File: config.mk
export PLATFORM = sky130hd
export DESIGN_NAME = conditionFlag
export DESIGN_NICKNAME = d
export VERILOG_FILES = /design/src/design/dataPathPkg.sv /design/src/design/conditionFlag.sv
export SDC_FILE = /design/constraint.sdc
export NUM_CORES = 1
export LEC_CHECK = 0
export BUFFER_PORTS_ARGS = -buffer_cell sky130_fd_sc_hd__buf_2
export CORE_MARGIN = 2
export CORE_UTILIZATION = 11
export CTS_CLUSTER_DIAMETER = 50
export DETAILED_ROUTE_END_ITERATION = 12
export GPL_TIMING_DRIVEN = 0
export PLACE_DENSITY = 0.71
export SYNTH_ARGS = -nofsm -noshare
export SYNTH_HDL_FRONTEND = slang
export SYNTH_SLANG_ARGS = --single-unit
File: constraint.sdc
create_clock -name clock -period 1.4 [get_ports clock]
set_input_delay 0.28 -clock clock [delete_from_list [all_inputs] [get_ports clock]]
set_output_delay 0.28 -clock clock [all_outputs]
set_load 0.01 [all_outputs]
File: src/design/dataPathPkg.sv
package dataPathPkg;

	localparam int wordWidth = 32;
	localparam int regCount = 16;
	localparam int regAddrWidth = 4;
	localparam int ramDepth = 512;
	localparam int ramAddrWidth = 9;

	// instruction register field positions
	localparam int opcodeHi = 31;
	localparam int opcodeLo = 27;
	localparam int raHi = 26;
	localparam int raLo = 23;
	localparam int rbHi = 22;
	localparam int rbLo = 19;
	localparam int rcHi = 18;
	localparam int rcLo = 15;
	localparam int constHi = 18;
	localparam int constLo = 0;
	localparam int constWidth = constHi - constLo + 1;
	localparam int condHi = 20;
	localparam int condLo = 19;

	// increment works on the bus value alone
	typedef enum logic [2:0] {aluAdd, aluSub, aluAnd, aluOr, aluMul, aluInc} aluOpT;

	typedef enum logic [1:0] {condZero, condNonZero, condNonNeg, condNeg} condT;

endpackage
File: src/design/conditionFlag.sv
`timescale 1ns/1ps

module conditionFlag import dataPathPkg::*; (
	input logic clock,
	input logic reset,
	input logic [wordWidth-1:0] ir,
	input logic [wordWidth-1:0] bus,
	input logic conIn,
	output logic conFlag
);

	condT cond;
	logic met;

	assign cond = condT'(ir[condHi:condLo]);

	always_comb begin
		case (cond)
			condZero: met = (bus == '0);
			condNonZero: met = (bus != '0);
			condNonNeg: met = !bus[wordWidth-1];
			default: met = bus[wordWidth-1];
		endcase
	end

	always_ff @(posedge clock) begin
		if (reset) conFlag <= 1'b0;
		else if (conIn) conFlag <= met;
	end

endmodule

# Yosys cells after proc, flatten, opt, wreduce, memory -nomap -nowiden
# Index checks and enable logic that the tools add are counted.
dict set report op_classes {
  n_eq_ne 2
  muxes 1
  reduce_logical 4
}
# operator count
set ops {}
lappend ops {{$logic_not A32 Y1} 1}
lappend ops {{$reduce_bool A32 Y1} 1}
lappend ops {{$pmux W1 S3} 1}
lappend ops {{$eq A2 B1 Y1 const B} 1}
lappend ops {{$eq A2 B2 Y1 const B} 1}
lappend ops {{$logic_not A2 Y1} 1}
lappend ops {{$logic_not A1 Y1} 1}
dict set report totals {
  register_bits 1
  in_bits 67
  out_inout_bits 1
  word_cells 8
}

# Depth between registers and ports, before layout
dict set report logic_depth {
  word_depth 2
  ltp_mapped 4
  depth_no_buf 4
}

# Least setup slack after synthesis
# No wires, ideal clock.
dict set report synth_timing {
  path_type {input port to flip-flop}
  start {input bus[1]}
  end {register conFlag}
  setup_ns 0.116
  arrival_ns 1.318
  t_required_ns 1.284
  path_slack_ns -0.034
  path_stages 4
  n_path_buf 0
  path_cell_list {nor4_1 > nand4_1 > or4_1 > and4_1}
}
dict set report synth_between {
  elab_chain_cells 2
  elab_cells_between_ends 3
  cone_classes {mux: 1; reduce/logical: 2}
}
# element line
set synth_rtl {}
lappend synth_rtl {{from (decl)} conditionFlag.sv:7} ;# input logic [wordWidth-1:0] bus,
lappend synth_rtl {{$reduce_bool A32 Y1 / $logic_not A32 Y1 (equally long branches)} {conditionFlag.sv:20, conditionFlag.sv:19}}
lappend synth_rtl {{$pmux W1 S3 (*)} conditionFlag.sv:18} ;# case (cond)
lappend synth_rtl {{to (signal assigned)} conditionFlag.sv:28} ;# else if (conIn) conFlag <= met;
lappend synth_rtl {{to (decl)} conditionFlag.sv:9} ;# output logic conFlag
# Every way passes the cells marked *; elsewhere a longest branch is shown, timed or not.
# A chain may end at the register's enable or synchronous reset.

# Worst setup path after layout
dict set report layout_timing {
  start {input bus[24]}
  end {register conFlag}
}
# Same word-level chain as after synthesis.

==> impl.org <==
** Flow run
- Across the run, the number of max-cap violations was 0.

** Timing
- Tcrit/Tclk final :: 1.101
- Total Negative Setup Slacks :: -141.1 ps
- Setup repair after global routing missed its margin :: yes
- Skew final :: 0 ps
- After layout, the worst setup slack is -141.1 ps.
- For this run, the top clock speed supported by timing is about 650 MHz.
- Slew HR :: 0.8539
- Number of failing setup endpoints in the final timing report :: 1
- Post-route worst hold slack :: about 630 ps
- Counting I/O delays and the setup requirement, the final critical path takes 1541 ps.
- Final Max Slew Viols :: 0
- At the pin with the least slew margin, the transition time is between 200 and 250 ps.
- The count of endpoints failing hold in the final timing report was 0.

** Cells and area
- Layout cell share with drive strength beyond 1 :: 0.7458
- Filler Cells Inserted :: around 120
- The register with the most flip-flops in the final layout is conFlag.
- In the final layout, the registers with the most flip-flops are conFlag: 1 flops.
- Number of nets in the layout :: 128
- The repair_antennas step left the layout with diodes totalling 0.
- The number of flip-flops in the largest register is 1.
- From synthesis to final layout, the design area changed by 198.2%.
- The library cell used most frequently in the layout, excluding fill and tap cells, is buf_2.
- Highest-count cells in the layout ignoring fill and taps :: 34 x buf_2, 5 x nor4_2, 3 x nand2_1, 3 x buf_6

** Pwr
- Summed over all nets, the switching power comes to about 0.037 mW.
- Of the total power, combinational logic draws 0.737.
- Internal power comes to roughly 0.085 mW.
- Across the VDD grid, the largest voltage drop is 0.09336 mV.
- Switching power as a share of total power :: 0.3019
- In this run the power density over the cells is about 290 nW/µm².
- Seq pwr share :: 0.263
- Of the total power, the clock network draws 0.
- Static Leak :: roughly 0.19 nW

** Logic synthesis
- Share of the yosys chip area belonging to registers :: 0.1404
- Net Count, Synth :: 89
- Of all cell types, the one taking the most synthesized area is nor4_1.
- Post-Synthesis Cell Area :: approximately 140 µm²
- Synthesis produced 22 cells.
- In this run, synthesis produced a sequential element count of 1.
- After synthesis, the cell types taking the most area are nor4_1 31%, dfxtp_1 14%, nand2_1 7.9%.
- Top cell type's share of synthesized area :: 0.3070
- Count of unique library cells instantiated by Yosys :: 13
- The Yosys step of the flow raised 0 warnings.
- Each instance of the synthesized netlist takes up on average between 6 and 7 µm².

** Place
- Final weighted congestion of routability-driven global placement :: about 0.60
- Dpl hpwl :: about 580 µm
- I/O Buffers :: 37

** GRT
- The via count of the first global-routing pass came to between 200 and 300.
- For this run, global-route usage on met2 was measured as 0.2016.
- In the global route stage, met1 resource usage came out at 0.1020.
- After global routing the overflow that remains totals 0.
- Global Route met3 Usage :: 0.005556
- met2 is the most crowded layer.
- Entering global routing, the biggest net connects 5 pins.
- Total global routing track utilization :: 0.09404
- Global-route wire length before repair :: 1069 µm
- Number of antenna violations at the first check in global routing :: 0

** Setup path
- Peak fanout along the critical path :: 2
- Endpoint class of the critical path :: flop
- STA classifies the critical path startpoint as a primary input.
- At the worst endpoint, the required time is about 1300 ps.
- Type of the worst setup path :: primary input to flop
- Arrival time reported for the critical path endpoint :: about 1400 ps

** Route
- After the first detailed-routing iteration, the DRC count stood at 1.
- Drt via density :: ~4.5
- After detailed routing, the average wire length per cell comes to roughly 10 µm.
- For this run, design rule violations remaining after detail routing come to 0.
- The first detailed-routing pass ran for 2 iterations.
- Post-route ant nets :: 0
- The routed layout has approximately 330 vias.
- Wires add up to 741 µm.

** Floorplanning
- The floorplan step set the die width to approximately 40 µm.
- The floorplan step defined a die boundary enclosing between 1500 and 2000 µm².
- The floorplan has 12 rows.
- The core region is around 1200 µm².
- Total I/O pin count :: 68
- Initial cell density of the core :: 0.1234
- Die span in y :: 40.01 µm

** Clocking
- Skew-Pair Late Insertion Delay :: 0 ps
- Clock-pin slew was measured on the worst setup and hold paths at 0 ps.

** Worst hold path
- Path category of the worst min-delay check :: primary input to flop

** Status
- The flow ran to the end, but the final reports show violations.
- Violated checks :: setup timing
[critical path, cell delays in order]
cell and delay (ps):
buf_6 100, nor4_4 260, nand3_1 130, or4_1 470, and4_1 180
[layer usage]
metal / part of all wire / vias to the layer above
li1: - / 167
met1: 0.32 / 140
met2: 0.56 / 21
met3: 0.11 / 0
met4: 0 / 0
met5: 0 / -
[metrics by stage]
step                      area (µm²)  utilization  setup slack, ps  power [mW]  instances
after floorplan                161.4            -            15.23     0.04715         22
after global placement         364.1       0.3149           -156.0      0.1019         73
after detailed placement       364.1       0.3149           -185.3      0.1041         73
after CTS                      404.1       0.3496           -126.0      0.1148         73
after global routing           425.4       0.3680           -206.6      0.1314         73
final                          425.4       0.3680           -141.1      0.1221         73
[worst paths after layout]
| path | to | cells past startpoint | from | slack [ps] |
|---|---|---|---|---|
| worst min register to register | conFlag | 3 | conFlag | 670 |
| worst max register to register | conFlag | 3 | conFlag | 560 |
| worst min-delay path | conFlag | 3 | reset | 630 |
| worst max-delay path | conFlag | 5 | bus[24] | -140 |
[power by group through the flow]
stage / sequential, mW / combinational [mW] / clock, mW
floorplan: 0.0332 / 0.0139 / 0
global placement: 0.0320 / 0.0699 / 0
detailed placement: 0.0322 / 0.0719 / 0
CTS: 0.0322 / 0.0826 / 0
global route: 0.0325 / 0.0988 / 0
finish: 0.0321 / 0.0900 / 0
[repair_timing]
action | in CTS | in global routing
setup buffers | 0 | 0
pin swaps | 3 | 1
resized for setup | 6 | 3
hold buffers | 0 | 0
endpoints found under the setup margin | 1 | 1
[layout make-up]
type                    count  area, µm²  area share
flip-flops and latches      1      20.02     0.04706
multi-input cells          21      183.9      0.4324
repair buffers             37      203.9      0.4794
well taps                  14      17.52     0.04118
[cell usage after synthesis]
master,count
nor4_1,7
nand2_1,3
nor2_1,2
a311oi_1,1
and4_1,1
dfxtp_1,1
nand3_1,1
nand4_1,1
nor2b_1,1
nor3_1,1
nor3b_1,1
o21ai_0,1
or4_1,1
[cell families (layout without fill, tap and decap cells)]
kind of cell	after synthesis	count (layout)	share of synthesized area
and+or+nand+nor	19	19	0.7632
AOI/OAI and AO/OA	2	2	0.09647
DFF	1	1	0.1404
buffers and inverters	0	37	0
(Power assumes the default switching activity.)
