`src/design/dataPathPkg.sv`:
```
package dataPathPkg;

	localparam int wordWidth = 32;
	localparam int regCount = 16;
	localparam int regAddrWidth = 4;
	localparam int ramDepth = 512;
	localparam int ramAddrWidth = 9;

	// instruction register field positions
	localparam int opcodeHi = 31;
	localparam int opcodeLo = 27;
	localparam int raHi = 26;
	localparam int raLo = 23;
	localparam int rbHi = 22;
	localparam int rbLo = 19;
	localparam int rcHi = 18;
	localparam int rcLo = 15;
	localparam int constHi = 18;
	localparam int constLo = 0;
	localparam int constWidth = constHi - constLo + 1;
	localparam int condHi = 20;
	localparam int condLo = 19;

	// increment works on the bus value alone
	typedef enum logic [2:0] {aluAdd, aluSub, aluAnd, aluOr, aluMul, aluInc} aluOpT;

	typedef enum logic [1:0] {condZero, condNonZero, condNonNeg, condNeg} condT;

endpackage
```
`src/design/arithmeticUnit.sv`:
```
`timescale 1ns/1ps

module arithmeticUnit import dataPathPkg::*; (
	input logic clock,
	input logic reset,
	input logic [wordWidth-1:0] bus,
	input logic yIn,
	input logic zIn,
	input aluOpT aluOp,
	output logic [wordWidth-1:0] zHigh,
	output logic [wordWidth-1:0] zLow
);

	logic [wordWidth-1:0] y;
	logic [wordWidth-1:0] narrow;
	logic signed [2*wordWidth-1:0] product;
	logic [2*wordWidth-1:0] aluResult;

	assign product = $signed(y) * $signed(bus);

	always_comb begin
		narrow = '0;
		case (aluOp)
			aluAdd: narrow = y + bus;
			aluSub: narrow = y - bus;
			aluAnd: narrow = y & bus;
			aluOr: narrow = y | bus;
			aluInc: narrow = bus + wordWidth'(1);
			default: narrow = '0;
		endcase
	end

	// only multiply fills the high word, the rest sign-extend
	assign aluResult = (aluOp == aluMul) ? product : {{wordWidth{narrow[wordWidth-1]}}, narrow};

	always_ff @(posedge clock) begin
		if (reset) begin
			y <= '0;
			zHigh <= '0;
			zLow <= '0;
		end else begin
			if (yIn) y <= bus;
			if (zIn) {zHigh, zLow} <= aluResult;
		end
	end

endmodule

```
`config.mk`:
```
export PLATFORM = sky130hd
export DESIGN_NAME = arithmeticUnit
export DESIGN_NICKNAME = d
export VERILOG_FILES = /design/src/design/dataPathPkg.sv /design/src/design/arithmeticUnit.sv
export SDC_FILE = /design/constraint.sdc
export NUM_CORES = 2
export LEC_CHECK = 0
export ABC_AREA = 1
export BUFFER_PORTS_ARGS = -buffer_cell sky130_fd_sc_hd__buf_2
export CORE_UTILIZATION = 40
export DETAILED_ROUTE_END_ITERATION = 10
export SLEW_MARGIN = 20
export SYNTH_ARGS = -nofsm -noshare
export SYNTH_HDL_FRONTEND = slang
export SYNTH_SLANG_ARGS = --single-unit
```
`constraint.sdc`:
```
create_clock -name clock -period 7.8 [get_ports clock]
set_input_delay 0.78 -clock clock [delete_from_list [all_inputs] [get_ports clock]]
set_output_delay 0.78 -clock clock [all_outputs]
set_load 0.01 [all_outputs]
```
After elaboration in Yosys (flattened, before gate mapping). Index checks and enable logic that the tools add are counted.

Register bits: 96. Output and inout bits: 64. Logic and storage cells: 17.

$add $sub $neg: 3. $mul: 1. Equality and inequality tests: 5. Mux-type cells: 2. Bitwise operators: 2. Reduce and logical (&&, ||, !) cells: 1.

Operator list (number): $pmux W32 S5 (1); $mul A32 B32 Y64 (1); $mux W64 (1); $add A32 B1 Y32 const B (1); $add A32 B32 Y32 (1); $and A32 B32 Y32 (1); $or A32 B32 Y32 (1); $sub A32 B32 Y32 (1); $eq A3 B2 Y1 const B (2); $eq A3 B3 Y1 const B (2); $eq A3 B1 Y1 const B (1); $logic_not A3 Y1 (1).

Logic depth before layout (Yosys ltp).
Depth after elaboration: 3. Depth in mapped cells: 35.

Worst setup path after synthesis. No wires, ideal clock.

Kind: input -> register. From: input port bus[3]. To: register zHigh[21]. Library setup time: 119 ps. Arrival: 7442 ps. Required time: 7681 ps. Path slack: 240 ps. Stages on the path: 28. Cell sequence: clkbuf_1 nand2_1 inv_1 fa_1 fa_1 fa_1 fa_1 inv_1 fa_1 inv_1 fa_1 inv_1 fa_1 inv_1 fa_1 ha_1 nand2_1 nor2_1 inv_1 nor2_1 nand2_1 nor3_1 nand2_1 nand3_1 and2_1 nor2_1 nor2_2 nor2_2.

Longest elaborated chain between the ends: 3. Elaborated cells between the ends (all ways): 6. Classes of those cells: add/sub (3); mul (1); mux (2).

RTL lines: start: declaration (RTL line arithmeticUnit.sv:6) `input logic [wordWidth-1:0] bus,`; branches (longest 2 deep; another with $mul A32 B32 Y64); $mux W64 * (RTL line arithmeticUnit.sv:34) `assign aluResult = (aluOp == aluMul) ? product : {{wordWidth{narrow[wordWidth-1]}}, narrow};`; end signal: assignment (RTL line arithmeticUnit.sv:43) `if (zIn) {zHigh, zLow} <= aluResult;`; end: declaration (RTL line arithmeticUnit.sv:10) `output logic [wordWidth-1:0] zHigh,`.

Mark *: on every way between the ends. A chain may end at the register's enable or synchronous reset.

Worst setup path after layout.
From: register y[6]. To: register zHigh[15].

Longest elaborated chain between the ends: 3. Elaborated cells between the ends (all ways): 5. Classes of those cells: add/sub (2); mul (1); mux (2).

RTL lines: start: declaration (RTL line arithmeticUnit.sv:14) `logic [wordWidth-1:0] y;`; start signal: assignment (RTL line arithmeticUnit.sv:42) `if (yIn) y <= bus;`; branches (longest 2 deep; another with $mul A32 B32 Y64); $mux W64 * (RTL line arithmeticUnit.sv:34).

Marks and branches as above.

==> summary.md <==
| Metric | Value |
|---|---|
| Status | finished clean |
| Die height | 349.8 um |
| Final period util | 97.57% |
| Core box area | 0.1200 mm^2 |
| Adder-cell share of the synthesized area | 52.88% |
| CTS tree | built |
| Share of post-route cells with drive strength above 1 | 9.205% |
| Crit path arrival time | 7.95 ns |
| Clock Tree Root | clkbuf_16 |
| Largest area contributor in the netlist | fa_1 |
| Die Wd | 349.8 um |
| Final wirelength | 166.5 mm |
| Reg clk slew, reported paths | 0.08 ns |
| Number of synthesized flops with an enable pin | 0 |
| Skew final | 0.02422 ns |
| Vias | 41,650 |
| DRT iter0 DRCs | 3,445 |
| Avg Cell Area, Syn | 7.290 um^2 |
| Worst-path fanout max | 7 |
| Post-layout nets | 8,306 |
| Fraction of registers with async set/reset | 0% |
| Top achievable clock speed | 131.4 MHz |
| Startpoint Class | flip-flop |
| Post-Synth XOR/XNOR Area | 0.2534% |
| Post-layout minimum cycle time | 7.611 ns |
| Worst Tran Pin Value | 1.091 ns |
| Metal2 WL | 78.31 mm |
| Post-synthesis sequential area ratio | 3.971% |
| CP Class | reg2reg |
| Synthesized cell area | 0.04839 mm^2 |
| Post-synthesis mux area share | 0% |
| Top Layer Used | met5 |
| Commonest cells in the netlist | inv_1, nand2_1, fa_1, nor2_1, ha_1 |
| Gp weighted congestion | 1.011 |
| Setup repair after global routing missed its margin | false |
| Number of buffers created by CTS | 9 |
| MaxCap Viol Count | 0 |
| Yosys cell types | 50 |
| Synth top area share | 44.84% |
| Die Area | 0.1224 mm^2 |
| DR pass1 iterations | 6 |
| Vias in the first global route | 43,387 |
| Wire length of the first global-routing pass | 258.0 mm |
| Wirelength per Cell | 19.61 um |
| Vias per cell | 4.906 |
| Synthesis Warnings | 0 |
| Worst-case clock buffer depth | 2 |
| GRT Resource Usage Total | 28.14% |
| Placed cell area | 0.05344 mm^2 |
| #FFs+latches synth | 96 |
| Metal1 wirelength | 70.95 mm |
| Fin. Hold Viols | 0 |
| Worst-Skew Late Latency | 0.41 ns |
| Final WS setup | 0.1893 ns |
| Initial Util | 40.34% |
| DP Worst Slack | -0.2834 ns |
| Final setup violation count | 0 |
| Worst EP required | 8.14 ns |
| I/O Buffers | 102 |
| Fin area | 0.05381 mm^2 |
| Fill cell count | 12,352 |
| Synth area leaders | fa_1, inv_1, nand2_1, ha_1, dfxtp_1 |
| Detailed Place HPWL | 143.9 mm |
| Max-slew violations | 0 |
| Clock sink count | 96 |
| Initial antenna violation count | 1 |
| Mapped Nets | 8,072 |
| Met3 WL | 11.36 mm |
| # IOs | 103 |
| Relative slew slack | 26.57% |
| Synth Area in Compound Gates | 5.450% |
| DRC errors left | 0 |
| Ys flop type | dfxtp_1 |
| Count leader, synth | inv_1 |
| Pin count of the biggest net entering global routing | 65 |
| Largest family of logic cells by synthesized area | adder cells |
| Worst min path class | reg2reg |
| Simple logic cell fraction of the synthesized area | 20.35% |
| Area delta synth->final | 11.19% |
| Antenna-violating nets left | 0 |
| Cells after synthesis | 6,638 |
| H-tree depth | 3 |
| Crit end category | flip-flop |
| Grt total ovfl | 0 |
| Rows | 127 |
## state kept, by name, summed over array words and instances (netlist names)
| register | count |
|---|---|
| zLow | 32 |
| zHigh | 32 |
| y | 32 |
## cell families (layout without fill, tap and decap cells)
group	after synthesis	count (layout)
AOI/OAI and AO/OA	492	492
xor gates and xnor gates	14	14
adders and majority gates	1395	1395
buffers and inverters	2188	2427
DFF	96	96
other	0	1
and+or+nand+nor	2453	2453
## per-layer routing
metal,track usage [%],up-vias
li1,-,19338
met1,37.83,20704
met2,46.95,1367
met3,3.731,239
met4,8.736,2
met5,0,-
## worst paths after layout
check | from | to | slack, ns | cells past startpoint
max | y[6] | zHigh[15] | 0.19 | 24
min | zLow[17] | zLow[17] | 0.51 | 2
max reg2reg | y[6] | zHigh[15] | 0.19 | 24
min reg2reg | zLow[17] | zLow[17] | 0.51 | 2
## through the flow
stage | cells | TNS, ns | utilization [%] | hold slack, ns
2_1_floorplan | 6638 | 0 | - | 0.5420
3_3_place_gp | 8473 | -5.071 | 44.55 | 0.4911
3_5_place_dp | 8473 | -5.516 | 44.55 | 0.4914
4_1_cts | 8489 | 0 | 44.78 | 0.5113
5_1_grt | 8489 | 0 | 44.85 | 0.5496
6_report | 8490 | 0 | 44.85 | 0.5065
## cells in the final DEF (no fill, tap or decap), types with 5 or more instances in the layout
master,n
and3_1,6
nor3_1,27
a21oi_1,228
or2_2,8
buf_4,343
nand2_1,1763
o21bai_1,32
ha_2,9
ha_1,302
xor2_1,11
nand4_1,27
nor2_2,51
nand3_2,6
o21ai_0,180
nand3_1,163
buf_12,51
nand2_2,15
buf_2,93
dfxtp_1,86
clkbuf_4,8
nand3b_1,11
clkbuf_16,9
inv_1,1909
o21ai_1,16
inv_2,6
a21oi_2,6
nor4_1,6
nor2_1,358
a31oi_1,5
fa_1,1083
dfxtp_2,10
## final cells by class
class | count | area, um^2 | area share (%)
Multi-Input combinational cell | 4354 | 38260 | 71.10
Inverter | 1916 | 7193 | 13.37
Clock inverter | 6 | 42.54 | 0.07906
Antenna cell | 1 | 2.502 | 0.004650
Tap cell | 1612 | 2017 | 3.748
Clock buffer | 10 | 239.0 | 0.4441
Timing Repair Buffer | 495 | 4121 | 7.659
Sequential cell | 96 | 1934 | 3.595
## timing repair
item                                    CTS  global route
gates resized for setup                   0            38
hold buffers                              0             0
endpoints found under the setup margin    0            41
endpoints found under the hold margin     0             0
buffers inserted                          0             0
## worst max-delay path, stage by stage, from the launching register on
cell	delay [ns]
dfxtp_1	0.77
buf_4	0.28
nand2_1	0.08
fa_1	0.56
inv_1	0.06
fa_1	0.55
fa_1	0.44
fa_1	0.53
fa_1	0.44
fa_1	0.51
fa_1	0.45
fa_1	0.57
ha_1	0.51
nand2_1	0.15
buf_4	0.17
nor2_1	0.20
nand2_1	0.13
nor2_1	0.30
buf_4	0.18
nand3_1	0.12
nand4_1	0.13
nand2_1	0.05
nor2_1	0.18
nor2_2	0.07
nor2_2	0.09
Power is left out: the tool's default activity adds up to more than one toggle a clock period on the data nets, which glitch-free logic cannot reach.
