==> src/design/dataPathPkg.sv <==
package dataPathPkg;

	localparam int wordWidth = 32;
	localparam int regCount = 16;
	localparam int regAddrWidth = 4;
	localparam int ramDepth = 512;
	localparam int ramAddrWidth = 9;

	// instruction register field positions
	localparam int opcodeHi = 31;
	localparam int opcodeLo = 27;
	localparam int raHi = 26;
	localparam int raLo = 23;
	localparam int rbHi = 22;
	localparam int rbLo = 19;
	localparam int rcHi = 18;
	localparam int rcLo = 15;
	localparam int constHi = 18;
	localparam int constLo = 0;
	localparam int constWidth = constHi - constLo + 1;
	localparam int condHi = 20;
	localparam int condLo = 19;

	// increment works on the bus value alone
	typedef enum logic [2:0] {aluAdd, aluSub, aluAnd, aluOr, aluMul, aluInc} aluOpT;

	typedef enum logic [1:0] {condZero, condNonZero, condNonNeg, condNeg} condT;

endpackage
==> src/design/regSelectIf.sv <==
`timescale 1ns/1ps

interface regSelectIf import dataPathPkg::*; ();

	// one-hot load and drive strobes for the general registers
	logic [regCount-1:0] regIn;
	logic [regCount-1:0] regOut;
	// base-address mode, R0 reads as zero
	logic baOut;
	logic [wordWidth-1:0] constant;

	modport encoder (output regIn, regOut, baOut, constant);

	modport registers (input regIn, regOut, baOut);

	modport bus (input regOut, constant);

endinterface

==> src/design/busMux.sv <==
`timescale 1ns/1ps

module busMux import dataPathPkg::*; (
	input logic clock,
	input logic reset,
	regSelectIf.bus sel,
	input logic [wordWidth-1:0] regValue,
	input logic [wordWidth-1:0] pc,
	input logic [wordWidth-1:0] hi,
	input logic [wordWidth-1:0] lo,
	input logic [wordWidth-1:0] zHigh,
	input logic [wordWidth-1:0] zLow,
	input logic [wordWidth-1:0] mdr,
	input logic [wordWidth-1:0] inPort,
	input logic pcOut,
	input logic hiOut,
	input logic loOut,
	input logic zHighOut,
	input logic zLowOut,
	input logic mdrOut,
	input logic inPortOut,
	input logic cSignOut,
	output logic [wordWidth-1:0] bus
);

	// any regOut bit means the register file owns the bus
	always_comb begin
		bus = '0;
		if (|sel.regOut) bus = regValue;
		else if (pcOut) bus = pc;
		else if (hiOut) bus = hi;
		else if (loOut) bus = lo;
		else if (zHighOut) bus = zHigh;
		else if (zLowOut) bus = zLow;
		else if (mdrOut) bus = mdr;
		else if (inPortOut) bus = inPort;
		else if (cSignOut) bus = sel.constant;
	end

	singleDriver: assert property (@(posedge clock) disable iff (reset)
		$onehot0({sel.regOut, pcOut, hiOut, loOut, zHighOut, zLowOut, mdrOut, inPortOut,
			cSignOut}));

endmodule

==> src/flat_wrapper.sv <==
// flat-port wrapper written by rule: the top's interface ports become plain ports
module busMux_flat import dataPathPkg::*;
  (clock, reset, regValue, pc, hi, lo, zHigh, zLow, mdr, inPort, pcOut, hiOut, loOut, zHighOut, zLowOut, mdrOut, inPortOut, cSignOut, bus, sel_regOut, sel_constant);
  regSelectIf sel_i ();
  input logic clock;
  input logic reset;
  input logic [wordWidth-1:0] regValue;
  input logic [wordWidth-1:0] pc;
  input logic [wordWidth-1:0] hi;
  input logic [wordWidth-1:0] lo;
  input logic [wordWidth-1:0] zHigh;
  input logic [wordWidth-1:0] zLow;
  input logic [wordWidth-1:0] mdr;
  input logic [wordWidth-1:0] inPort;
  input logic pcOut;
  input logic hiOut;
  input logic loOut;
  input logic zHighOut;
  input logic zLowOut;
  input logic mdrOut;
  input logic inPortOut;
  input logic cSignOut;
  output logic [wordWidth-1:0] bus;
  input wire logic [$bits(sel_i.regOut)-1:0] sel_regOut;
  input wire logic [$bits(sel_i.constant)-1:0] sel_constant;
  assign sel_i.regOut = sel_regOut;
  assign sel_i.constant = sel_constant;
  busMux u_core (.clock(clock), .reset(reset), .sel(sel_i), .regValue(regValue), .pc(pc), .hi(hi), .lo(lo), .zHigh(zHigh), .zLow(zLow), .mdr(mdr), .inPort(inPort), .pcOut(pcOut), .hiOut(hiOut), .loOut(loOut), .zHighOut(zHighOut), .zLowOut(zLowOut), .mdrOut(mdrOut), .inPortOut(inPortOut), .cSignOut(cSignOut), .bus(bus));
endmodule
==> config.mk <==
export PLATFORM = sky130hd
export DESIGN_NAME = busMux_flat
export DESIGN_NICKNAME = d
export VERILOG_FILES = /design/src/design/dataPathPkg.sv /design/src/design/regSelectIf.sv /design/src/design/busMux.sv /design/src/flat_wrapper.sv
export SDC_FILE = /design/constraint.sdc
export NUM_CORES = 1
export LEC_CHECK = 0
export BUFFER_PORTS_ARGS = -buffer_cell sky130_fd_sc_hd__buf_2
export CORE_AREA = 10 10 126 128
export DETAILED_ROUTE_END_ITERATION = 8
export DIE_AREA = 0 0 136 138
export SETUP_SLACK_MARGIN = 0.02
export SYNTH_ARGS = -nofsm -noshare
export SYNTH_HDL_FRONTEND = slang
export SYNTH_SLANG_ARGS = --single-unit
==> constraint.sdc <==
create_clock -name vclk -period 6.01
set_input_delay 1.803 -clock vclk [all_inputs]
set_output_delay 1.803 -clock vclk [all_outputs]
set_load 0.05 [all_outputs]
* Word-level counts from Yosys, hierarchy flattened
Index checks and enable logic that the tools add are counted.
Widths: inputs -> output; s select.
** Storage, ports and cells
- Register bits after elaboration :: 0
- Word-level logic and storage cells :: 10
** Operators by class
- Reduce and logical (&&, ||, !) cells :: 1
- Muxes and demuxes :: 9
** Operator list (number)
- $mux 32 :: 9
- $reduce_or 16->1 :: 1

* Logic depth before layout (Yosys ltp)
- Word-level depth :: 9
- Depth in mapped cells :: 7

* Worst setup path before layout
OpenSTA, ideal clock, no wires.
- Path type :: in2out
- Start point :: input sel_regOut[10]
- End point :: output bus[30]
- Cell stages on the path :: 5
- Setup slack :: 771 ps
- Arrival time :: 3436 ps
- Cells stage by stage :: nor4_1 nand4_2 buf_6 or4_4 o211ai_2
** Between the ends
- Word-level cells in the longest chain between the ends :: 2
** Ends and longest elaborated chain
- from (decl) :: line flat_wrapper.sv:24 : input wire logic [$bits(sel_i.regOut)-1:0] sel_regOut;
- $reduce_or 16->1 :: line busMux.sv:29 : if (|sel.regOut) bus = regValue;
- $mux 32 :: line busMux.sv:29
- to (decl) :: line flat_wrapper.sv:23 : output logic [wordWidth-1:0] bus;
Every way passes these cells.

* Worst setup path in the final report
- Start point :: input sel_regOut[13]
- End point :: output bus[30]
The elaborated chain is that of the path after synthesis.

==> impl_metrics.py <==
metrics = {
    "drt": {
        "firstDrtPassIters": 6,
        "via_count": 5218,
        "via_per_inst": 5.42,
        "drt_drc_violations_left": 0,
        "total_wire_length_um": 19300,
        "dr.first_iter.drc_count": 303,
        "detail-route-antenna-nets": 0,
        "post_drt_wl_per_cell_um": 20.0,
    },
    "clock_tree": {
        "cts.repair.resized": 0,
        "cts_setup_buffers": 0,
        "ctsHoldBuffers": 0,
    },
    "timing": {
        "maxSlewViolCount": 0,
        "rsz_0062_raised_after_global_routing": "no",
        "upper_clock_frequency_limit_ghz": 0.179,
        "timing.final.crit_share": 0.929,
        "period_needed_ns": 5.58,
        "worst_slew_pin_slew_ns": 1.07,
        "hold_violations": 0,
        "max_slew_margin": 0.285,
        "setup_slack_ns": 0.430,
        "final-setup-viol-count": 0,
        "setup_tns_ns": 0,
    },
    "power_and_ir_drop": {
        "pwr-share-comb": 1.000,
        "p_sw_uw": 186,
        "power_per_cell_area_nw_per_um2": 68.7,
        "switching_share": 0.553,
        "irDropWorstVdd_v": 0.0000302,
        "seq_power_share": 0,
        "p_int_uw": 150,
        "finalPower_uw": 336,
        "power.static_leakage_nw": 2.61,
        "clock_power_share": 0,
    },
    "critical_path": {
        "crit_fanout": 50,
        "timing.critical_path.to_type": "primary output",
        "cp_data_arrival_time_ns": 3.78,
        "path_class": "primary input to primary output",
        "critical_path.startpoint_type": "primary input",
        "timing.critical_path.required_ns": 4.21,
    },
    "global_routing": {
        "gr-usage-met2": 0.325,
        "global_route.usage.met1": 0.198,
        "maximum_number_of_pins_on_one_net_before_global_route_repair": 96,
        "grt_pass1_vias": 5338,
        "grt-busiest-layer": "met2",
        "grt_first_pass_wirelength_um": 28300,
        "groute.layer.met3.usage": 0.0688,
        "gr-total-overflow": 0,
        "grt_util_all_layers": 0.182,
        "antenna_found_initial": 2,
    },
    "logic_synthesis": {
        "syn_inst": 488,
        "ys_seq_area_frac": 0,
        "synth_warn": 0,
        "synthesis.area_per_instance_um2": 6.20,
        "count_of_unique_library_cells_instantiated_by_yosys": 23,
        "synth_area_um2": 3030,
        "mappedNetlistNets": 802,
    },
    "placed_design": {
        "finalWeightedCongestion": 0.865,
        "post-place-ws_ns": 0.421,
        "numPortBuffers": 344,
        "dp_hpwl_um": 15600,
        "dp_cells": 963,
    },
    "floorplanning": {
        "fp.dieW_um": 136,
        "start_util": 0.224,
        "placementRows": 43,
        "floorplan.core_area_um2": 13500,
        "design.die.area_um2": 18800,
        "io_pins": 346,
        "floorplan.die.height_um": 138,
    },
    "final_layout": {
        "most_frequent_cells_in_the_layout": "sky130_fd_sc_hd__buf_2, sky130_fd_sc_hd__a21oi_1, sky130_fd_sc_hd__inv_1",
        "register_area_um2": 0,
        "nNetsFinal": 1099,
        "layout.cells.most_common": "sky130_fd_sc_hd__buf_2",
        "n_sequential_cell": 0,
        "antenna_cells": 0,
        "final_core_occ": 0.362,
        "areaGrowthSynthToFinish_pct": 61.3,
        "layout.filler_cells": 1555,
        "fraction_of_layout_cells_with_a_size_suffix_above_1": 0.470,
        "stdcell_count": 963,
        "layout.clock_buffers": 0,
    },
    "run_status": {
        "status": "completed",
    },
    "hold_path": {
        "type_of_the_worst_min_delay_path": "primary input to primary output",
    },
    "job": {
        "max-cap-violations": 0,
    },
}
[kinds of logic after synthesis]
| logic type | synth area share |
|---|---|
| compound gates | 0.659 |
| buf+inv | 0.218 |
| simple gates | 0.124 |
[per-layer routing]
metal | vias up | part of all wire
li1 | 2494 | -
met1 | 2398 | 0.36
met2 | 290 | 0.49
met3 | 32 | 0.12
met4 | 4 | 0.023
met5 | - | 0.0018
[cell usage after synthesis, types with 4 or more instances]
cell | instances | share of area
sky130_fd_sc_hd__a21oi_1 | 95 | 0.16
sky130_fd_sc_hd__inv_1 | 93 | 0.12
sky130_fd_sc_hd__a221o_1 | 63 | 0.21
sky130_fd_sc_hd__clkbuf_1 | 44 | 0.055
sky130_fd_sc_hd__nor2_1 | 33 | 0.041
sky130_fd_sc_hd__nor3_1 | 32 | 0.053
sky130_fd_sc_hd__a211o_1 | 31 | 0.090
sky130_fd_sc_hd__a221oi_1 | 31 | 0.090
sky130_fd_sc_hd__a2111oi_1 | 28 | 0.093
sky130_fd_sc_hd__buf_2 | 11 | 0.018
sky130_fd_sc_hd__buf_6 | 7 | 0.026
sky130_fd_sc_hd__nor2b_1 | 4 | 0.0083
[critical path: stages]
cell and delay [ns]:
sky130_fd_sc_hd__buf_2 0.11, sky130_fd_sc_hd__nor4_1 0.44, sky130_fd_sc_hd__nand4_4 0.15, sky130_fd_sc_hd__buf_4 0.30, sky130_fd_sc_hd__or4_4 0.47, sky130_fd_sc_hd__o211ai_2 0.16
sky130_fd_sc_hd__buf_2 0.29
[worst paths after layout]
kind | from | endpoint | slack (ns) | cells after the start
max | sel_regOut[13] | bus[30] | 0.43 | 7
min | regValue[25] | bus[25] | 4.05 | 3
[metrics by stage]
step | hold slack [ns] | instance area (µm²)
after floorplan | 3.87 | 3030
after global placement | 4.06 | 4880
after detailed placement | 4.06 | 4880
after CTS | 4.06 | 4880
after global routing | 4.07 | 4880
final | 4.05 | 4880
[area by class of cell]
class | instances | area [µm²] | area share
Multi-Input combinational cell | 330 | 2380 | 0.488
Timing Repair Buffer | 359 | 1920 | 0.393
Inverter | 94 | 353 | 0.0722
Tap cell | 180 | 225 | 0.0461
[power by group through the flow]
stage	sequential, mW	clock (mW)	combinational [mW]
floorplan	0	0	0.181
global placement	0	0	0.332
detailed placement	0	0	0.336
CTS	0	0	0.337
global route	0	0	0.365
finish	0	0	0.336
Note: power is estimated with default switching activity, not from simulation.
