`src/design/dataPathPkg.sv`:
```
package dataPathPkg;

	localparam int wordWidth = 32;
	localparam int regCount = 16;
	localparam int regAddrWidth = 4;
	localparam int ramDepth = 512;
	localparam int ramAddrWidth = 9;

	// instruction register field positions
	localparam int opcodeHi = 31;
	localparam int opcodeLo = 27;
	localparam int raHi = 26;
	localparam int raLo = 23;
	localparam int rbHi = 22;
	localparam int rbLo = 19;
	localparam int rcHi = 18;
	localparam int rcLo = 15;
	localparam int constHi = 18;
	localparam int constLo = 0;
	localparam int constWidth = constHi - constLo + 1;
	localparam int condHi = 20;
	localparam int condLo = 19;

	// increment works on the bus value alone
	typedef enum logic [2:0] {aluAdd, aluSub, aluAnd, aluOr, aluMul, aluInc} aluOpT;

	typedef enum logic [1:0] {condZero, condNonZero, condNonNeg, condNeg} condT;

endpackage
```
`src/design/specialRegisters.sv`:
```
`timescale 1ns/1ps

module specialRegisters import dataPathPkg::*; (
	input logic clock,
	input logic reset,
	input logic [wordWidth-1:0] bus,
	input logic pcIn,
	input logic irIn,
	input logic hiIn,
	input logic loIn,
	input logic outPortIn,
	input logic inPortStrobe,
	input logic [wordWidth-1:0] inputUnit,
	output logic [wordWidth-1:0] pc,
	output logic [wordWidth-1:0] ir,
	output logic [wordWidth-1:0] hi,
	output logic [wordWidth-1:0] lo,
	output logic [wordWidth-1:0] inPort,
	output logic [wordWidth-1:0] outputUnit
);

	always_ff @(posedge clock) begin
		if (reset) begin
			pc <= '0;
			ir <= '0;
			hi <= '0;
			lo <= '0;
			inPort <= '0;
			outputUnit <= '0;
		end else begin
			if (pcIn) pc <= bus;
			if (irIn) ir <= bus;
			if (hiIn) hi <= bus;
			if (loIn) lo <= bus;
			// the input port samples the outside world, not the bus
			if (inPortStrobe) inPort <= inputUnit;
			if (outPortIn) outputUnit <= bus;
		end
	end

endmodule

```
`config.mk`:
```
export PLATFORM = sky130hd
export DESIGN_NAME = specialRegisters
export DESIGN_NICKNAME = d
export VERILOG_FILES = /design/src/design/dataPathPkg.sv /design/src/design/specialRegisters.sv
export SDC_FILE = /design/constraint.sdc
export NUM_CORES = 1
export LEC_CHECK = 0
export BUFFER_PORTS_ARGS = -buffer_cell sky130_fd_sc_hd__clkbuf_2
export CORE_MARGIN = 1.5
export CORE_UTILIZATION = 49
export DETAILED_ROUTE_END_ITERATION = 6
export PLACE_DENSITY_LB_ADDON = 0.3
export SYNTH_ARGS = -nofsm -noshare
export SYNTH_HDL_FRONTEND = slang
export SYNTH_SLANG_ARGS = --single-unit
```
`constraint.sdc`:
```
create_clock -name clock -period 0.9 [get_ports clock]
set_input_delay 0.09 -clock clock [delete_from_list [all_inputs] [get_ports clock]]
set_output_delay 0.09 -clock clock [all_outputs]
set_load 0.1 [all_outputs]
```
== Yosys cells after proc, flatten, opt, wreduce, memory -nomap -nowiden ==
Cells that the tools add are included.
Storage, ports and cells
  input bits: 72
  word-level logic and storage cells: 6
  output and inout port bits: 192
  register bits: 192

== Depth between registers and ports, before layout ==
Gate-level depths: netlist of run 1.
  depth after elaboration: 0
  mapped depth: 4
  mapped depth without buffers: 2

== Worst setup path after synthesis of run 1 ==
No wires, ideal clock.
  path kind: register -> register
  from: register hi[0] (netlist name)
  to: register hi[0]
  library setup time: 0.067 ns
  data required time: 0.833 ns
  cell stages (with the launch flop): 3
  buffers on the path: 0
  data arrival time: 1.173 ns
  slack: -0.340 ns
  cell sequence: dfxtp_1 mux2i_1 nor2_1
RTL lines
  end signal: assignment: RTL line specialRegisters.sv:33  | if (hiIn) hi <= bus;
  end: declaration: RTL line specialRegisters.sv:16  | output logic [wordWidth-1:0] hi,

== Final worst setup path of run 1 ==
  from: register outputUnit[31]
  to: output outputUnit[31]
RTL lines
  start: declaration: RTL line specialRegisters.sv:19  | output logic [wordWidth-1:0] outputUnit
  start signal: assignment: RTL line specialRegisters.sv:37  | if (outPortIn) outputUnit <= bus;
No word-level cell between the ends.

==> results.md, run 1 <==
* Placed cell areas at 0.0120 sq mm
* Area growth syn-to-layout at 91.7%
* Initial antenna violation count at 0
* Crit path cell chain: buf_12
* Chip Width at 123 microns
* Clk pin slew, worst setup/hold paths at 0.08 ns
* Final worst setup slack at -0.200 ns
* Mapped Area at 0.00702 sq mm
* DRC Markers at 0
* Top cells by area, synth: dfxtp_1 55%, mux2i_1 27%, nor2_1 10%
* CP max stage delay at 0.38 ns
* Slew Limit Fails at 0
* Core area at 0.0139 sq mm
* Syn_nets at 693
* Final Cell Area at 0.0135 sq mm
* Post-Synthesis Mean Instance Area at 11.3 sq um
* Non-filler cells, final at 1168
* Max Fanout on Critical Path at 2
* Crit Reg-Reg Endpoint: hi[29]
* Sequential area share after synthesis at 0.548
* # clock sinks at 192
* Setup crit end kind: primary output
* Die Y at 123 microns
* Final Skew at 0 ns
* Hold Path End: outputUnit[16]
* Power Density at 1910 mW/mm^2
* H-tree depth at 4
* Worst hold-check path type: primary input to register
* # IOs at 264
* Ys async rst share at 0
* YS warnings at 0
* Leakage at 0.00603 uW
* CP required at 0.81 ns
* Post-Route Utilization at 0.965
* FF-to-FF setup slack at -0.13 ns
* Startpoint types: register
* Slew of the pin with the lowest slew margin at 0.346 ns
* Crit path kind: register to primary output
* Die area at 0.0150 sq mm
* Max Clock Freq at 909 MHz
* DR pass1 iterations at 5
* Post-route ant nets at 0
* Number of enable flip-flop cells after synthesis at 0
* DR iter-0 viols at 687
* Syn Inst Count at 621
* Failing checks: negative setup slack
* GPL Wtd Cong at 0.799
* Post-DP HPWL at 16400 microns
* Total CTS buffers at 17
* IO Port Bufs at 263
* Largest area contributor in the synthesized netlist: dfxtp_1
* Pin count of the biggest net entering global routing at 56
* HP Start: bus[16]
* Period utilisation layout at 1.22
* DP Cell Count at 1036
* Status: complete, but fails checks
* RSZ-0062 raised after global routing: yes
* FF+latch count, synth at 192
* DRT Wirelength at 35000 microns
* CP max-delay cell: dfxtp_4
* GRT Util Overall at 0.389
* Routed vias/inst at 5.94
* Worst reg2reg path depth at 3
* Maximum vdd drop at 0.00189 V
* Routed WL per cell at 29.9 microns
* Final Hold Vio Count at 0
* Share of layout cells above drive strength 1 at 0.573
* Clk Latency, worst-skew pair at 0.44 ns
* Final setup fails at 234
* Share of the synthesized area in the top cell type at 0.548
* N_diodes at 0
* Initial Utilization at 0.504
* FP Rows at 43
* Remaining global-route overflow at 0
* Min Clock Period, post-route at 1.10 ns
* Top cells by count, synth: 192 x dfxtp_1, 192 x mux2i_1, 192 x nor2_1
* CP Data Arrival Time at 1.01 ns
* Top_reg_cell synth: dfxtp_1
* Wire length of the first global-routing pass at 42300 microns
* Fill count at 236
* Clock buffer depth at 2
* Worst Hold Depth at 3
* Via count at 6936
* CTS Root Cell: clkbuf_16
* Unique masters post-synth at 7
* Layout Nets at 1047
* WHS at 0.0240 ns
* Max-cap violations at 0
* Worst rel slew slack at 0.763
* Vias in the first global route at 6881
* Crit path max-delay family: flip-flops
* CTS tree: yes
* Worst r2r src: hi[29]
* WP buf/inv at 1
-- sequential cells by signal, indices dropped and copies added, names as in the netlist --
name / cells
outputUnit: 32
inPort: 32
ir: 32
hi: 32
lo: 32
pc: 32
-- kinds of logic (layout without fill, tap and decap cells) --
group / count (synthesis) / after routing / synth area share
and+or+nand+nor: 192 / 192 / 0.103
DFF: 192 / 192 / 0.548
buffers and inverters: 45 / 412 / 0.0758
muxes: 192 / 192 / 0.274
-- tightest hold or removal path: stages --
cell and delay, ns:
clkbuf_2 0.16, mux2i_1 0.09, nor2_1 0.08
-- power by group --
group	switching, uW	internal, uW
Combinational	5340	2950
Clock	3730	4140
Sequential	671	8810
-- placed cells by master (no fill, tap or decap), drive strengths merged --
cell type	n
mux2i	192
buf	266
nor2	192
clkinvlp	4
dfxtp	192
inv	4
dlygate4sd3	43
clkinv	5
clkbuf	88
bufinv	2
-- metrics by stage --
stage / setup TNS, ns / worst slack [ns] / total power [uW]
6_report: -33.90 / -0.200 / 25600
5_1_grt: -37.47 / -0.214 / 26000
4_1_cts: -32.28 / -0.193 / 24800
3_5_place_dp: -0.127 / -0.0515 / 17100
3_3_place_gp: 0 / 0.0705 / 16800
2_1_floorplan: -0.0218 / -0.0218 / 14100
-- worst max-delay path by stage --
stage,endpoint,slack [ns],start,depth (start not counted)
after detailed placement,outputUnit[3],-0.05,outPortIn,4
after CTS,inPort[27],-0.19,inPort[27],1
final,outputUnit[31],-0.20,outputUnit[31],1
after floorplan,hi[0],-0.02,hi[0],2
after global placement,outputUnit[6],0.07,outPortIn,4
after global routing,inPort[27],-0.21,inPort[27],1
-- layout make-up --
type | count | area (sq um) | area share
repair buffers | 380 | 5400 | 0.402
flip-flops and latches | 192 | 4560 | 0.339
multi-input cells | 384 | 2670 | 0.199
clock buffers | 17 | 425 | 0.0316
well taps | 180 | 225 | 0.0167
clock inverters | 15 | 160 | 0.0119
-- per-layer routing --
layer	track usage	vias up	routed length (microns)
met5	0	-	0
met4	0.225	0	2660
met3	0.105	186	3030
met2	0.706	588	17600
met1	0.400	3391	11700
li1	-	2771	-
-- what timing repair did --
| action | 4_1_cts | 5_1_grt |
|---|---|---|
| setup buffers | 23 | 34 |
| setup endpoints to repair | 192 | 214 |
| pin swaps | 0 | 1 |
| gates resized for setup | 1 | 8 |
| gates cloned | 0 | 1 |
| endpoints found under the hold margin | 51 | 1 |
| hold buffers | 42 | 1 |
(Power assumes the default switching activity.)
==> run 2: changes to the inputs <==
- CORE_UTILIZATION: 49 -> 44
- clock period: 0.9 -> 1 ns (I/O delays scaled with it)
==> results.md, run 2 (synthesis results as in run 1) <==
* Status: complete, but fails checks (unchanged)
* Failing checks: negative setup slack (unchanged)
* CP max stage delay at 0.37 ns (was 0.38 ns)
* Final Hold Vio Count at 0 (unchanged)
* Initial Utilization at 0.457 (was 0.504)
* Setup TNS at -10.61 ns (was -33.90 ns)
* IO Port Bufs at 263 (unchanged)
* Vias in the first global route at 6140 (was 6881)
* Worst rel slew slack at 0.828 (was 0.763)
* FP Rows at 45 (was 43)
* Layout Nets at 1014 (was 1047)
* N_diodes at 0 (unchanged)
* CP required at 0.90 ns (was 0.81 ns)
* Period utilisation layout at 1.08
* Multi-input gate area at 0.00264 sq mm (was 0.00267 sq mm)
* CP Data Arrival Time at 0.98 ns (was 1.01 ns)
* Pin count of the biggest net entering global routing at 45 (was 56)
* WHS at 0.0136 ns (was 0.0240 ns)
* Die Y at 129 microns (was 123 microns)
* Clock buffer depth at 2 (unchanged)
* Min Clock Period, post-route at 1.08 ns
* Die area at 0.0167 sq mm (was 0.0150 sq mm)
* DR iter-0 viols at 249 (was 687)
* Core area at 0.0154 sq mm (was 0.0139 sq mm)
* GPL Wtd Cong at 0.742 (was 0.799)
* Fill count at 749 (was 236)
* Max Clock Freq at 928 MHz
* Final setup fails at 192 (was 234)
* Commonest non-fill, non-tap cell in the layout: buf_12 (unchanged)
* Power Density at 1790 mW/mm^2 (was 1910 mW/mm^2)
* Slew of the pin with the lowest slew margin at 0.251 ns (was 0.346 ns)
* Slew Limit Fails at 0 (unchanged)
* Final Skew at 0 ns (unchanged)
* Hold Path End: lo[19] (was outputUnit[16])
* FF-to-FF setup slack at 0.07 ns (was -0.13 ns)
* # IOs at 264 (unchanged)
* Pre-CTS WS at 0.0993 ns (was -0.0515 ns)
* Post-route ant nets at 0 (unchanged)
* RSZ-0062 raised after global routing: yes (unchanged)
* DRC Markers at 0 (unchanged)
* Maximum vdd drop at 0.00137 V (was 0.00189 V)
* Clk Latency, worst-skew pair at 0.42 ns (was 0.44 ns)
* Leakage at 0.00582 uW (was 0.00603 uW)
* Worst hold-check path type: primary input to register (unchanged)
* Routed WL per cell at 19.2 microns (was 29.9 microns)
* Register Area at 0.00411 sq mm (was 0.00456 sq mm)
* Share of layout cells above drive strength 1 at 0.554 (was 0.573)
* Max-cap violations at 0 (unchanged)
* Crit path max-delay family: flip-flops (unchanged)
* DR pass1 iterations at 4 (was 5)
* Total power at 22800 uW (was 25600 uW)
* Clk pin slew, worst setup/hold paths at 0.07 ns (was 0.08 ns)
* WP buf/inv at 1 (unchanged)
* Worst Hold Depth at 3 (unchanged)
* Final Cell Area at 0.0127 sq mm (was 0.0135 sq mm)
* Startpoint types: register (unchanged)
* CTS Root Cell: clkbuf_16 (unchanged)
* Final worst setup slack at -0.0771 ns (was -0.200 ns)
* Routed vias/inst at 4.85 (was 5.94)
* Via count at 5655 (was 6936)
* CP max-delay cell: dfxtp_2 (was dfxtp_4)
* Worst reg2reg path depth at 4 (was 3)
* GRT Util Overall at 0.267 (was 0.389)
* Post-DP HPWL at 14800 microns (was 16400 microns)
* Crit path kind: register to primary output (unchanged)
* Wire length of the first global-routing pass at 33500 microns (was 42300 microns)
* Setup crit end kind: primary output (unchanged)
* HP Start: bus[19] (was bus[16])
* Placed cell areas at 0.0115 sq mm (was 0.0120 sq mm)
* Initial antenna violation count at 0 (unchanged)
* Crit path cell chain: buf_12 (unchanged)
* Chip Width at 129 microns (was 123 microns)
* DRT Wirelength at 22400 microns (was 35000 microns)
* CTS tree: yes (unchanged)
* H-tree depth at 4 (unchanged)
* # clock sinks at 192 (unchanged)
* Total CTS buffers at 17 (unchanged)
* Max Fanout on Critical Path at 2 (unchanged)
* Commonest non-fill, non-tap cells in the layout: 202 x buf_12, 192 x mux2i_1, 192 x nor2_1 (was 206 x buf_12, 192 x nor2_1, 192 x dfxtp_4)
* Worst r2r src: lo[0] (was hi[29])
* Remaining global-route overflow at 0 (unchanged)
* Area growth syn-to-layout at 81.4% (was 91.7%)
* Crit Reg-Reg Endpoint: lo[0] (was hi[29])
## run 2: final cells by class
type / instances / share of cell area
multi-input cells: 384 / 0.208
flip-flops and latches: 192 / 0.323
repair buffers: 347 / 0.400
well taps: 211 / 0.0207
clock inverters: 14 / 0.0147
clock buffers: 18 / 0.0337
## run 2: per-layer routing
layer | vias up | global-route usage | share of wire
li1 | 2688 | - | -
met1 | 2723 | 0.277 | 0.36
met2 | 200 | 0.494 | 0.53
met3 | 44 | 0.0945 | 0.077
met4 | 0 | 0.102 | 0.027
met5 | - | 0 | 0
## run 2: worst max-delay path by stage
stage / slack, ns / cells past startpoint / from / end
6_report: -0.08 / 1 / hi[3] / hi[3]
5_1_grt: -0.11 / 1 / hi[3] / hi[3]
4_1_cts: -0.09 / 1 / hi[10] / hi[10]
3_5_place_dp: 0.1 / 4 / inPortStrobe / inPort[15]
3_3_place_gp: 0.15 / 4 / pcIn / pc[20]
2_1_floorplan: 0.08 / 2 / hi[0] / hi[0]
## run 2: report_power, final
part / total (uW) / switching [uW] / internal [uW]
Clock: 7150 / 2960 / 4190
Sequential: 8690 / 497 / 8190
Combinational: 6940 / 4420 / 2520
## run 2: stage by stage
stage                     utilization  std cells
after floorplan                     -        621
after global placement          0.746       1067
after detailed placement        0.746       1067
after CTS                       0.820       1155
after global routing            0.828       1166
final                           0.828       1166
## run 2: what timing repair did
action                                  CTS  global route
endpoints found under the setup margin  192           208
hold buffers                             41             0
hold endpoints to repair                 60             0
pin swaps                                 0             0
buffers inserted                         15            11
gates resized for setup                   2            13
